<file path="src/cpu_types_pkg.sv">
package cpu_types_pkg;

	typedef logic [31:0] word_t;

	// cache geometry
	localparam int INDEX_W = 3;
	localparam int BLK_WORDS = 2;
	localparam int TAG_W = 26;

	typedef struct packed {
		logic [TAG_W-1:0]   tag;
		logic [INDEX_W-1:0] idx;
		logic               blkoff;
		logic [1:0]         byteoff;
	} dcache_addr_t;

	// raw word for the bus, fields for the lookup
	typedef union packed {
		word_t        raw;
		dcache_addr_t fld;
	} dcache_addr_u;

	typedef struct packed {
		logic         ren;
		logic         wen;
		dcache_addr_u addr;
		word_t        store;
	} dp_req_t;

	typedef struct packed {
		logic  hit;
		word_t load;
	} dp_rsp_t;

	typedef struct packed {
		logic  cyc;
		logic  stb;
		logic  we;
		word_t adr;
		word_t dat;
	} wb_m2s_t;

	typedef struct packed {
		logic  ack;
		word_t dat;
	} wb_s2m_t;

	typedef struct packed {
		logic enable;
	} csr_cfg_t;

	typedef struct packed {
		logic hit_evt;
		logic miss_evt;
	} csr_evt_t;

	localparam word_t CSR_CTRL = 32'h0000_0000;
	localparam word_t CSR_HITS = 32'h0000_0004;
	localparam word_t CSR_MISSES = 32'h0000_0008;

endpackage

</file>
<file path="src/dcache_array.sv">
`timescale 1ns/1ps

module dcache_array (
	input  logic                              CLK,
	input  logic                              rst_n,
	input  cpu_types_pkg::dcache_addr_u       addr,
	output logic                              tag_match,
	output logic                              valid,
	output logic                              dirty,
	output logic [cpu_types_pkg::TAG_W-1:0]   victim_tag,
	output cpu_types_pkg::word_t              rdata,
	input  logic                              fill_we,
	input  logic                              fill_blkoff,
	input  cpu_types_pkg::word_t              fill_data,
	input  logic                              store_we,
	input  cpu_types_pkg::word_t              store_data,
	input  logic                              set_valid,
	input  logic [cpu_types_pkg::INDEX_W-1:0] flush_idx,
	input  logic                              use_flush_idx,
	input  logic                              clear_dirty
);
	import cpu_types_pkg::*;

	localparam int SETS = 2 ** INDEX_W;

	logic [TAG_W-1:0] tag_q [SETS];
	word_t data_q [SETS][BLK_WORDS];
	logic [SETS-1:0] valid_q;
	logic [SETS-1:0] dirty_q;
	logic [INDEX_W-1:0] sel_idx;

	// flush walks the sets by its own counter
	assign sel_idx = use_flush_idx ? flush_idx : addr.fld.idx;

	assign valid = valid_q[sel_idx];
	assign dirty = dirty_q[sel_idx];
	assign victim_tag = tag_q[sel_idx];
	assign tag_match = valid_q[sel_idx] && (tag_q[sel_idx] == addr.fld.tag);
	assign rdata = data_q[sel_idx][addr.fld.blkoff];

	always_ff @(posedge CLK)
	begin
		if (set_valid)
			tag_q[sel_idx] <= addr.fld.tag;
		if (fill_we)
			data_q[sel_idx][fill_blkoff] <= fill_data;
		else if (store_we)
			data_q[sel_idx][addr.fld.blkoff] <= store_data;
	end

	always_ff @(posedge CLK)
	begin
		if (!rst_n)
		begin
			valid_q <= '0;
			dirty_q <= '0;
		end
		else
		begin
			if (set_valid)
			begin
				valid_q[sel_idx] <= 1'b1;
				dirty_q[sel_idx] <= 1'b0;
			end
			// store marks the block dirty
			if (store_we)
				dirty_q[sel_idx] <= 1'b1;
			else if (clear_dirty)
				dirty_q[sel_idx] <= 1'b0;
		end
	end

endmodule

</file>
<file path="src/dcache_ctrl.sv">
`timescale 1ns/1ps

module dcache_ctrl (
	input  logic                              CLK,
	input  logic                              rst_n,
	input  cpu_types_pkg::dp_req_t            req,
	input  logic                              halt,
	output cpu_types_pkg::dp_rsp_t            rsp,
	output logic                              flushed,
	input  cpu_types_pkg::csr_cfg_t           cfg,
	output cpu_types_pkg::csr_evt_t           evt,
	output cpu_types_pkg::wb_m2s_t            mem_o,
	input  cpu_types_pkg::wb_s2m_t            mem_i,
	output cpu_types_pkg::dcache_addr_u       addr,
	input  logic                              tag_match,
	input  logic                              valid,
	input  logic                              dirty,
	input  logic [cpu_types_pkg::TAG_W-1:0]   victim_tag,
	input  cpu_types_pkg::word_t              rdata,
	output logic                              fill_we,
	output logic                              fill_blkoff,
	output cpu_types_pkg::word_t              fill_data,
	output logic                              store_we,
	output cpu_types_pkg::word_t              store_data,
	output logic                              set_valid,
	output logic [cpu_types_pkg::INDEX_W-1:0] flush_idx,
	output logic                              use_flush_idx,
	output logic                              clear_dirty
);
	import cpu_types_pkg::*;

	localparam int WCNT_W = $clog2(BLK_WORDS);

	typedef enum logic [2:0] {
		S_IDLE, S_WB, S_FETCH, S_BYPASS, S_FLUSH, S_HALTED
	} state_t;

	state_t state, state_n;
	logic [WCNT_W-1:0] wcnt, wcnt_n;
	logic [INDEX_W-1:0] sidx, sidx_n;
	logic ack_q;
	logic retry, retry_n;
	logic byp_done;
	word_t byp_data;
	logic bus_req;
	logic xfer;
	logic acked;
	logic last_word;
	logic req_valid;
	dcache_addr_u bus_addr;

	assign req_valid = req.ren || req.wen;
	assign xfer = (state == S_WB) || (state == S_FETCH) || (state == S_FLUSH);
	assign acked = mem_o.stb && mem_i.ack;
	assign last_word = (wcnt == WCNT_W'(BLK_WORDS - 1));
	assign flushed = (state == S_HALTED);
	assign flush_idx = sidx;
	assign use_flush_idx = (state == S_FLUSH);
	assign fill_data = mem_i.dat;
	assign fill_blkoff = wcnt;
	assign store_data = req.store;

	// block offset follows the word counter during block transfers
	always_comb
	begin
		addr = req.addr;
		if (xfer)
			addr.fld.blkoff = wcnt;
	end

	always_comb
	begin
		bus_addr = addr;
		if (xfer)
			bus_addr.fld.byteoff = '0;
		if (state == S_WB || state == S_FLUSH)
			bus_addr.fld.tag = victim_tag;
		if (state == S_FLUSH)
			bus_addr.fld.idx = sidx;
	end

	always_comb
	begin
		case (state)
			S_WB, S_FETCH, S_BYPASS: bus_req = 1'b1;
			S_FLUSH: bus_req = valid && dirty;
			default: bus_req = 1'b0;
		endcase
	end

	// one idle cycle after every ack
	always_comb
	begin
		mem_o.cyc = bus_req && !ack_q;
		mem_o.stb = bus_req && !ack_q;
		mem_o.we = (state == S_WB) || (state == S_FLUSH) || (state == S_BYPASS && req.wen);
		mem_o.adr = bus_addr.raw;
		mem_o.dat = (state == S_BYPASS) ? req.store : rdata;
	end

	always_comb
	begin
		state_n = state;
		wcnt_n = wcnt;
		sidx_n = sidx;
		retry_n = 1'b0;
		rsp.hit = 1'b0;
		rsp.load = byp_done ? byp_data : rdata;
		evt = '0;
		fill_we = 1'b0;
		store_we = 1'b0;
		set_valid = 1'b0;
		clear_dirty = 1'b0;
		case (state)
			S_IDLE:
			begin
				wcnt_n = '0;
				if (byp_done)
					rsp.hit = 1'b1;
				else if (halt)
				begin
					sidx_n = '0;
					state_n = S_FLUSH;
				end
				else if (req_valid && !cfg.enable)
				begin
					evt.miss_evt = 1'b1;
					state_n = S_BYPASS;
				end
				else if (req_valid && tag_match)
				begin
					rsp.hit = 1'b1;
					store_we = req.wen;
					// the replay after a refill is not a fresh hit
					evt.hit_evt = !retry;
				end
				else if (req_valid)
				begin
					evt.miss_evt = 1'b1;
					state_n = (valid && dirty) ? S_WB : S_FETCH;
				end
			end
			S_WB:
			begin
				if (acked)
				begin
					wcnt_n = wcnt + WCNT_W'(1);
					if (last_word)
						state_n = S_FETCH;
				end
			end
			S_FETCH:
			begin
				if (acked)
				begin
					fill_we = 1'b1;
					wcnt_n = wcnt + WCNT_W'(1);
					if (last_word)
					begin
						set_valid = 1'b1;
						retry_n = 1'b1;
						state_n = S_IDLE;
					end
				end
			end
			S_BYPASS:
			begin
				if (acked)
					state_n = S_IDLE;
			end
			S_FLUSH:
			begin
				// clean sets are skipped in one cycle
				if (!(valid && dirty) || (acked && last_word))
				begin
					clear_dirty = valid && dirty;
					sidx_n = sidx + INDEX_W'(1);
					if (sidx == '1)
						state_n = S_HALTED;
				end
				if (acked)
					wcnt_n = wcnt + WCNT_W'(1);
			end
			default:
			begin
				state_n = state;
			end
		endcase
	end

	always_ff @(posedge CLK)
	begin
		if (!rst_n)
		begin
			state <= S_IDLE;
			wcnt <= '0;
			sidx <= '0;
			ack_q <= 1'b0;
			retry <= 1'b0;
			byp_done <= 1'b0;
		end
		else
		begin
			state <= state_n;
			wcnt <= wcnt_n;
			sidx <= sidx_n;
			ack_q <= acked;
			retry <= retry_n;
			byp_done <= (state == S_BYPASS) && acked;
		end
	end

	always_ff @(posedge CLK)
	begin
		if (acked)
			byp_data <= mem_i.dat;
	end

	a_drop_after_ack: assert property (@(posedge CLK) disable iff (!rst_n)
		mem_o.stb && mem_i.ack |=> !mem_o.stb && !mem_o.cyc);
	a_bus_hold: assert property (@(posedge CLK) disable iff (!rst_n)
		mem_o.stb && !mem_i.ack |=> $stable(mem_o.adr) && $stable(mem_o.we));
	// once halted no dirty block is left behind
	a_no_hit_halted: assert property (@(posedge CLK) disable iff (!rst_n)
		state == S_HALTED |-> !rsp.hit && !dirty);

endmodule

</file>
<file path="src/dcache_csr.sv">
`timescale 1ns/1ps

module dcache_csr (
	input  logic                    CLK,
	input  logic                    rst_n,
	input  cpu_types_pkg::wb_m2s_t  csr_i,
	output cpu_types_pkg::wb_s2m_t  csr_o,
	output cpu_types_pkg::csr_cfg_t cfg,
	input  cpu_types_pkg::csr_evt_t evt
);
	import cpu_types_pkg::*;

	logic ack_q;
	logic enable_q;
	word_t hits_q;
	word_t misses_q;
	word_t rdat;
	word_t rdat_q;
	logic access;
	logic ctrl_wr;

	// no second ack while the master still holds stb
	assign access = csr_i.cyc && csr_i.stb && !ack_q;
	assign ctrl_wr = access && csr_i.we && (csr_i.adr == CSR_CTRL);

	always_comb
	begin
		case (csr_i.adr)
			CSR_CTRL: rdat = {31'b0, enable_q};
			CSR_HITS: rdat = hits_q;
			CSR_MISSES: rdat = misses_q;
			default: rdat = '0;
		endcase
	end

	always_ff @(posedge CLK)
	begin
		if (!rst_n)
		begin
			ack_q <= 1'b0;
			enable_q <= 1'b1;
			hits_q <= '0;
			misses_q <= '0;
		end
		else
		begin
			ack_q <= access;
			if (ctrl_wr)
			begin
				enable_q <= csr_i.dat[0];
				hits_q <= '0;
				misses_q <= '0;
			end
			else
			begin
				// counters stick at all ones
				if (evt.hit_evt && hits_q != '1)
					hits_q <= hits_q + 32'd1;
				if (evt.miss_evt && misses_q != '1)
					misses_q <= misses_q + 32'd1;
			end
		end
	end

	always_ff @(posedge CLK)
	begin
		if (access)
			rdat_q <= rdat;
	end

	assign csr_o.ack = ack_q;
	assign csr_o.dat = rdat_q;
	assign cfg.enable = enable_q;

	// ack lands on a held strobe and lasts one cycle
	a_ack_single: assert property (@(posedge CLK) disable iff (!rst_n)
		csr_o.ack |-> (csr_i.cyc && csr_i.stb) ##1 !csr_o.ack);

endmodule

</file>
<file path="src/dcache_top.sv">
`timescale 1ns/1ps

module dcache_top (
	input  logic                   CLK,
	input  logic                   rst_n,
	input  cpu_types_pkg::dp_req_t req,
	input  logic                   halt,
	output cpu_types_pkg::dp_rsp_t rsp,
	output logic                   flushed,
	output cpu_types_pkg::wb_m2s_t mem_o,
	input  cpu_types_pkg::wb_s2m_t mem_i,
	input  cpu_types_pkg::wb_m2s_t csr_i,
	output cpu_types_pkg::wb_s2m_t csr_o
);
	import cpu_types_pkg::*;

	csr_cfg_t cfg;
	csr_evt_t evt;

	// array lookup and update
	dcache_addr_u addr;
	logic tag_match;
	logic valid;
	logic dirty;
	logic [TAG_W-1:0] victim_tag;
	word_t rdata;
	logic fill_we;
	logic fill_blkoff;
	word_t fill_data;
	logic store_we;
	word_t store_data;
	logic set_valid;
	logic [INDEX_W-1:0] flush_idx;
	logic use_flush_idx;
	logic clear_dirty;

	dcache_ctrl i_dcache_ctrl (.*);

	dcache_array i_dcache_array (.*);

	dcache_csr i_dcache_csr (.*);

endmodule

</file>
<file path="config.mk">
export PLATFORM = sky130hd
export DESIGN_NAME = dcache_top
export DESIGN_NICKNAME = d
export VERILOG_FILES = /design/src/cpu_types_pkg.sv /design/src/dcache_array.sv /design/src/dcache_ctrl.sv /design/src/dcache_csr.sv /design/src/dcache_top.sv
export SDC_FILE = /design/constraint.sdc
export NUM_CORES = 1
export LEC_CHECK = 0
export BUFFER_PORTS_ARGS = -buffer_cell sky130_fd_sc_hd__buf_2
export CORE_ASPECT_RATIO = 0.75
export CORE_UTILIZATION = 25
export CTS_CLUSTER_SIZE = 16
export DETAILED_ROUTE_END_ITERATION = 10
export PLACE_DENSITY = 0.37
export SETUP_SLACK_MARGIN = 0.3
export SLEW_MARGIN = 20
export SYNTH_ARGS = -nofsm -noshare
export SYNTH_HDL_FRONTEND = slang
export SYNTH_SLANG_ARGS = --single-unit
</file>
<file path="constraint.sdc">
create_clock -name CLK -period 14.9 [get_ports CLK]
set_input_delay 2.98 -clock CLK [delete_from_list [all_inputs] [get_ports CLK]]
set_output_delay 2.98 -clock CLK [all_outputs]
set_load 0.01 [all_outputs]
</file>
Word-level counts from Yosys, hierarchy flattened
Memory sizes are Yosys's and may differ from the RTL's.
Index checks and enable logic that the tools add are counted.
Storage, ports and cells
  register bits after elaboration: 156
  bits in writable memories: 720
  input bits: 169
  output and inout port bits: 134
  word-level logic and storage cells: 302
  memories kept: 2
Memories
  i_dcache_array.data_q: words 8, bits a word 64, read ports 1, clocked after Yosys merged registers in 0, write ports 1, line dcache_array.sv:27  | word_t data_q [SETS][BLK_WORDS];
  i_dcache_array.tag_q: words 8, bits a word 26, read ports 1, clocked after Yosys merged registers in 0, write ports 1, line dcache_array.sv:26  | logic [TAG_W-1:0] tag_q [SETS];
Cells by class
  $add $sub $neg: 4
  order comparisons: 6
  eq/ne operators: 23
  multiplexer cells: 141
  bitwise gates (word level): 72
  reduce and logical (&&, ||, !) cells: 40
Operators with widths (number)
  32-bit 2-to-1 mux: 7
  64-bit 2-to-1 mux: 2
  1-bit 2-to-1 mux: 96
  32-bit one-hot mux with 3 select lines: 1
  32-bit by 1-bit adder with 32-bit output, second input constant: 2
  32-bit demux with 1-bit select: 2
  32-bit inequality test, second input constant: 2
  1-bit bitwise OR: 64
  3-bit 2-to-1 mux: 16
  32-bit by 3-bit equality test with 1-bit output, second input constant: 1
  32-bit by 4-bit equality test with 1-bit output, second input constant: 1
  32-bit zero test: 1
  8-bit 2-to-1 mux: 4
  26-bit equality test: 1
  26-bit 2-to-1 mux: 1
  1-bit logical AND: 18
  8-bit AND: 2
  8-bit bitwise OR: 2
  3-bit one-hot mux with 5 select lines: 1
  2-bit by 1-bit inequality test with 1-bit output, second input constant: 6
  11-bit AND reduction: 1
  2-bit 2-to-1 mux: 5
  3-bit equality test, second input constant: 3
  2-bit inequality test, second input constant: 4
  other kinds (26): 43

Longest topological paths before layout
  depth in word-level cells: 15
  mapped depth: 20
  depth with buffers taken out: 11

Modules after synthesis
Synthesis repeated with hierarchy kept, for this count alone.
Unflattened totals
  cells, all modules: 2717
  area total of the unflattened synthesis: 37214.4 um2
Modules (own cells, without submodules)
  dcache_array: instances 1, cells an instance 1820, area an instance 28780.1 um2, seq. area each 21941.0 um2
  dcache_csr: instances 1, cells an instance 485, area an instance 4743.3 um2, seq. area each 2282.2 um2
  dcache_ctrl: instances 1, cells an instance 412, area an instance 3691.0 um2, seq. area each 1161.1 um2

Worst setup path after synthesis
OpenSTA, ideal clock, no wires.
  path kind: input-to-output
  start point: input req[35] in the netlist's numbering
  end point: output rsp[32] in the netlist's numbering
  data arrival time: 6.253 ns
  required time: 11.920 ns
  setup slack: 5.667 ns
  stages: 13
  buffers on the path: 4
  path through: buf_2 > buf_2 > buf_1 > clkbuf_1 > mux2i_1 > nand3_1 > a21oi_1 > nor4_1 > xor2_1 > a2111oi_0 > nand3_1 > or3_1 > o21ai_0
RTL lines
  start, declared: line dcache_top.sv:6  | input cpu_types_pkg::dp_req_t req,
  end, declared: line dcache_top.sv:8  | output cpu_types_pkg::dp_rsp_t rsp,

==> results.py <==
metrics = {
    "logic_synthesis": {
        "synth_edf_count": 784,
        "synthFlopType": "edfxtp_1",
        "synth_top_family_by_area": "compound AO/OA/AOI/OAI gates",
        "synth_seq_area_share_pct": 67.1,
        "netlist_area_mm2": 0.0378,
        "synth_simple_gate_area_share_pct": 10.4,
        "yosys_warnings": 0,
        "synth_area_leader_cell": "edfxtp_1",
        "synth.area.top_cells": "edfxtp_1 62%, dfxtp_1 4.9%, nand2_1 4.0%",
        "synth_compound_area_share_pct": 11.9,
        "async_flop_share_pct": 0,
        "synthMuxAreaShare_pct": 7.43,
        "ys_ff_latch": 876,
        "synth_fa_ha_area_share_pct": 0.132,
        "syn_avg_cell_area_um2": 13.3,
        "synth-xor-area-share_pct": 0.649,
        "yosysTopAreaCellShare_pct": 62.3,
        "syn-num-nets": 3023,
        "synthDistinctLibCells": 76,
        "syn_inst": 2850,
    },
    "layout": {
        "final_cell_mix": "784 x edfxtp_1, 401 x nand2_1, 271 x buf_2",
        "drive_gt1_share_pct": 20.6,
        "final_nets": 3282,
        "area_growth_pct": 18.5,
        "final_common_cell": "edfxtp_1",
    },
    "placement": {
        "dp_hpwl_um": 77800,
        "gp_congestion": 0.749,
        "numPortBuffers": 271,
        "pre_cts_ws_ns": 3.42,
    },
    "global_route": {
        "grt_util_all_layers_pct": 17.2,
        "grt_pass1_wl_um": 191000,
        "overflow": 0,
        "grt_pass1_vias": 26000,
        "grt_antenna_before_repair": 11,
        "grt_max_degree": 97,
    },
    "critical_path": {
        "worstPathRequired_ns": 11.92,
        "critPathMaxFanout": 96,
        "critPathCaptureType": "output pin",
        "r2r_slack_ns": 6.08,
        "rr_startpoint": "i_dcache_ctrl.flush_idx[0]",
        "critPathKind": "input port to output pin",
        "arrival_ns": 8.49,
        "critPathLaunchType": "input port",
        "reg2reg_depth": 17,
        "r2r-end": "i_dcache_array.data_q[5][0]",
    },
    "sta": {
        "final-max-slew-violation-count": 0,
        "slew_headroom_pct": 26.6,
        "worstMarginPinSlew_ns": 1.09,
        "setup_tns_ns": 0,
        "setup_ws_ns": 3.43,
        "rsz0062_at_grt": "no",
        "finClkSkew_ns": 0.0404,
        "timing.final.crit_share_pct": 77.0,
        "fmax_ghz": 0.0872,
        "setup_viol": 0,
        "hold_viol": 0,
        "fin_crit_ns": 11.47,
    },
    "run_status": {
        "status": "complete, but fails checks",
        "violations": "DRC",
    },
    "clock_tree": {
        "cts_max_path_buffers": 3,
        "clock_latency_ns": 0.72,
        "clock-root-buffer": "clkbuf_16",
        "clkTransAtPathRegs_ns": 0.06,
        "clock-sinks": 876,
        "postCtsSetupRepairBufs": 0,
        "cts_buffers": 99,
        "htree_levels": 3,
        "cts_hold_buf": 0,
        "cts_tree": "yes",
        "postCtsResizedCells": 0,
    },
    "die": {
        "fp-row-count": 123,
        "dieArea_mm2": 0.153,
        "initial_core_util_pct": 25.2,
        "design.core.area_mm2": 0.150,
        "num_io_pins": 303,
        "die_y_um": 339,
        "die_w_um": 451,
    },
    "hold_path": {
        "min_from": "i_dcache_array.valid_q[1]",
        "holdPathStages": 2,
        "hp-class": "flop to flop",
        "holdPathEnd": "i_dcache_array.valid_q[1]",
    },
    "routing": {
        "final_antenna_net_count": 0,
        "dr_wl_met3_um": 6510,
        "drtIter0Drc": 2120,
        "met2WireLength_um": 62600,
        "dr.pass1.iters": 10,
        "via_per_inst": 4.96,
        "drt-wirelength-per-cell_um": 25.8,
        "top_layer_used": "met5",
        "wl_um": 134000,
        "route.detailed.drc": 12,
        "met1_length_um": 62000,
        "vias": 25800,
    },
    "power": {
        "vdd_drop_max_mv": 0.0821,
        "powerDensity_mw_per_mm2": 141,
        "power.leakage_nw": 15.2,
    },
    "job": {
        "drv_cap": 0,
    },
}
[report_power, final]
part | switching [mW] | internal, mW
Clock | 1.02 | 1.27
Sequential | 0.0167 | 2.70
Combinational | 0.890 | 0.421
Total | 1.92 | 4.40
[worst max-delay path by stage]
stage	start	end	slack (ns)	cells past startpoint
4_1_cts	req[35]	rsp[32]	3.43	14
6_report	req[35]	rsp[32]	3.43	14
5_1_grt	req[35]	rsp[32]	3.26	14
3_3_place_gp	req[35]	rsp[32]	3.48	14
3_5_place_dp	req[35]	rsp[32]	3.42	14
2_1_floorplan	req[35]	rsp[32]	5.67	13
[final cells by class]
class                      count  area, um2
antenna                        3       7.51
clock inverter                50        373
timing repair buffer         353       1980
inverter                      23       90.1
tap                         2000       2500
sequential                   876      25400
fill                       15100     105000
multi-input combinational   1756      11900
clock buffer                 129       2590
[cell families after synthesis]
| kind of cell | after synthesis |
|---|---|
| adders and majority gates | 4 |
| xor gates and xnor gates | 28 |
| DFF | 876 |
| AOI/OAI and AO/OA | 641 |
| muxes | 244 |
| and+or+nand+nor | 839 |
| buffers and inverters | 218 |
[worst max-delay path, stage by stage]
cell	delay [ns]
buf_2	0.10
buf_4	0.47
a21oi_4	0.11
buf_12	0.28
inv_4	0.67
buf_4	0.61
a221oi_1	0.18
nor4_1	0.59
xor2_1	0.13
or4_1	0.60
or4_1	0.80
or3_1	0.45
o21ai_0	0.11
buf_2	0.19
[cell usage after synthesis (all sizes together), types with 6 or more instances]
cell and count:
nand4 21, a211oi 26, nor4 29, o221ai 11, nand2 403, inv 23, nor2 137, a22oi 17
a221oi 107, clkbuf 136, nor2b 55, a21oi 172, a2111oi 19, and2 19, a31o 6, o211ai 10
nand3 43, o31ai 21, or4 12, dfxtp 92, a22o 35, nor3b 6, a41o 8, buf 59
o21ai 101, nor3 19, a31oi 22, xnor2 8, and3 27, a221o 12, mux2 102, a222oi 29
and4 9, o22ai 11, mux2i 141, edfxtp 784, or3 33, nand4b 8, xor2 20
[state kept, by name, indices dropped and copies added (netlist names), 3 cells and up, named ones only]
register                 flops
i_dcache_ctrl.byp_data      32
i_dcache_array.valid_q       8
i_dcache_csr.hits_q         32
i_dcache_csr.rdat_q         32
i_dcache_ctrl.flush_idx      3
i_dcache_array.tag_q       208
i_dcache_array.data_q      512
i_dcache_csr.misses_q       32
i_dcache_ctrl.state          3
[routing by layer]
layer	global-route usage (%)	up-vias
li1	-	11600
met1	23.9	13300
met2	27.9	714
met3	2.85	167
met4	4.05	4
met5	0	-
[metrics by stage]
stage	hold WS, ns	instance area, um2	utilization [%]	power (mW)	std cells
global placement	0.455	41800	27.9	4.10	5008
floorplan	0.423	37800	-	3.49	2850
global route	0.505	44800	29.9	6.59	5188
CTS	0.474	44800	29.9	6.42	5187
finish	0.469	44800	29.9	6.32	5190
detailed placement	0.459	41800	27.9	4.11	5008
(Power assumes the default switching activity.)
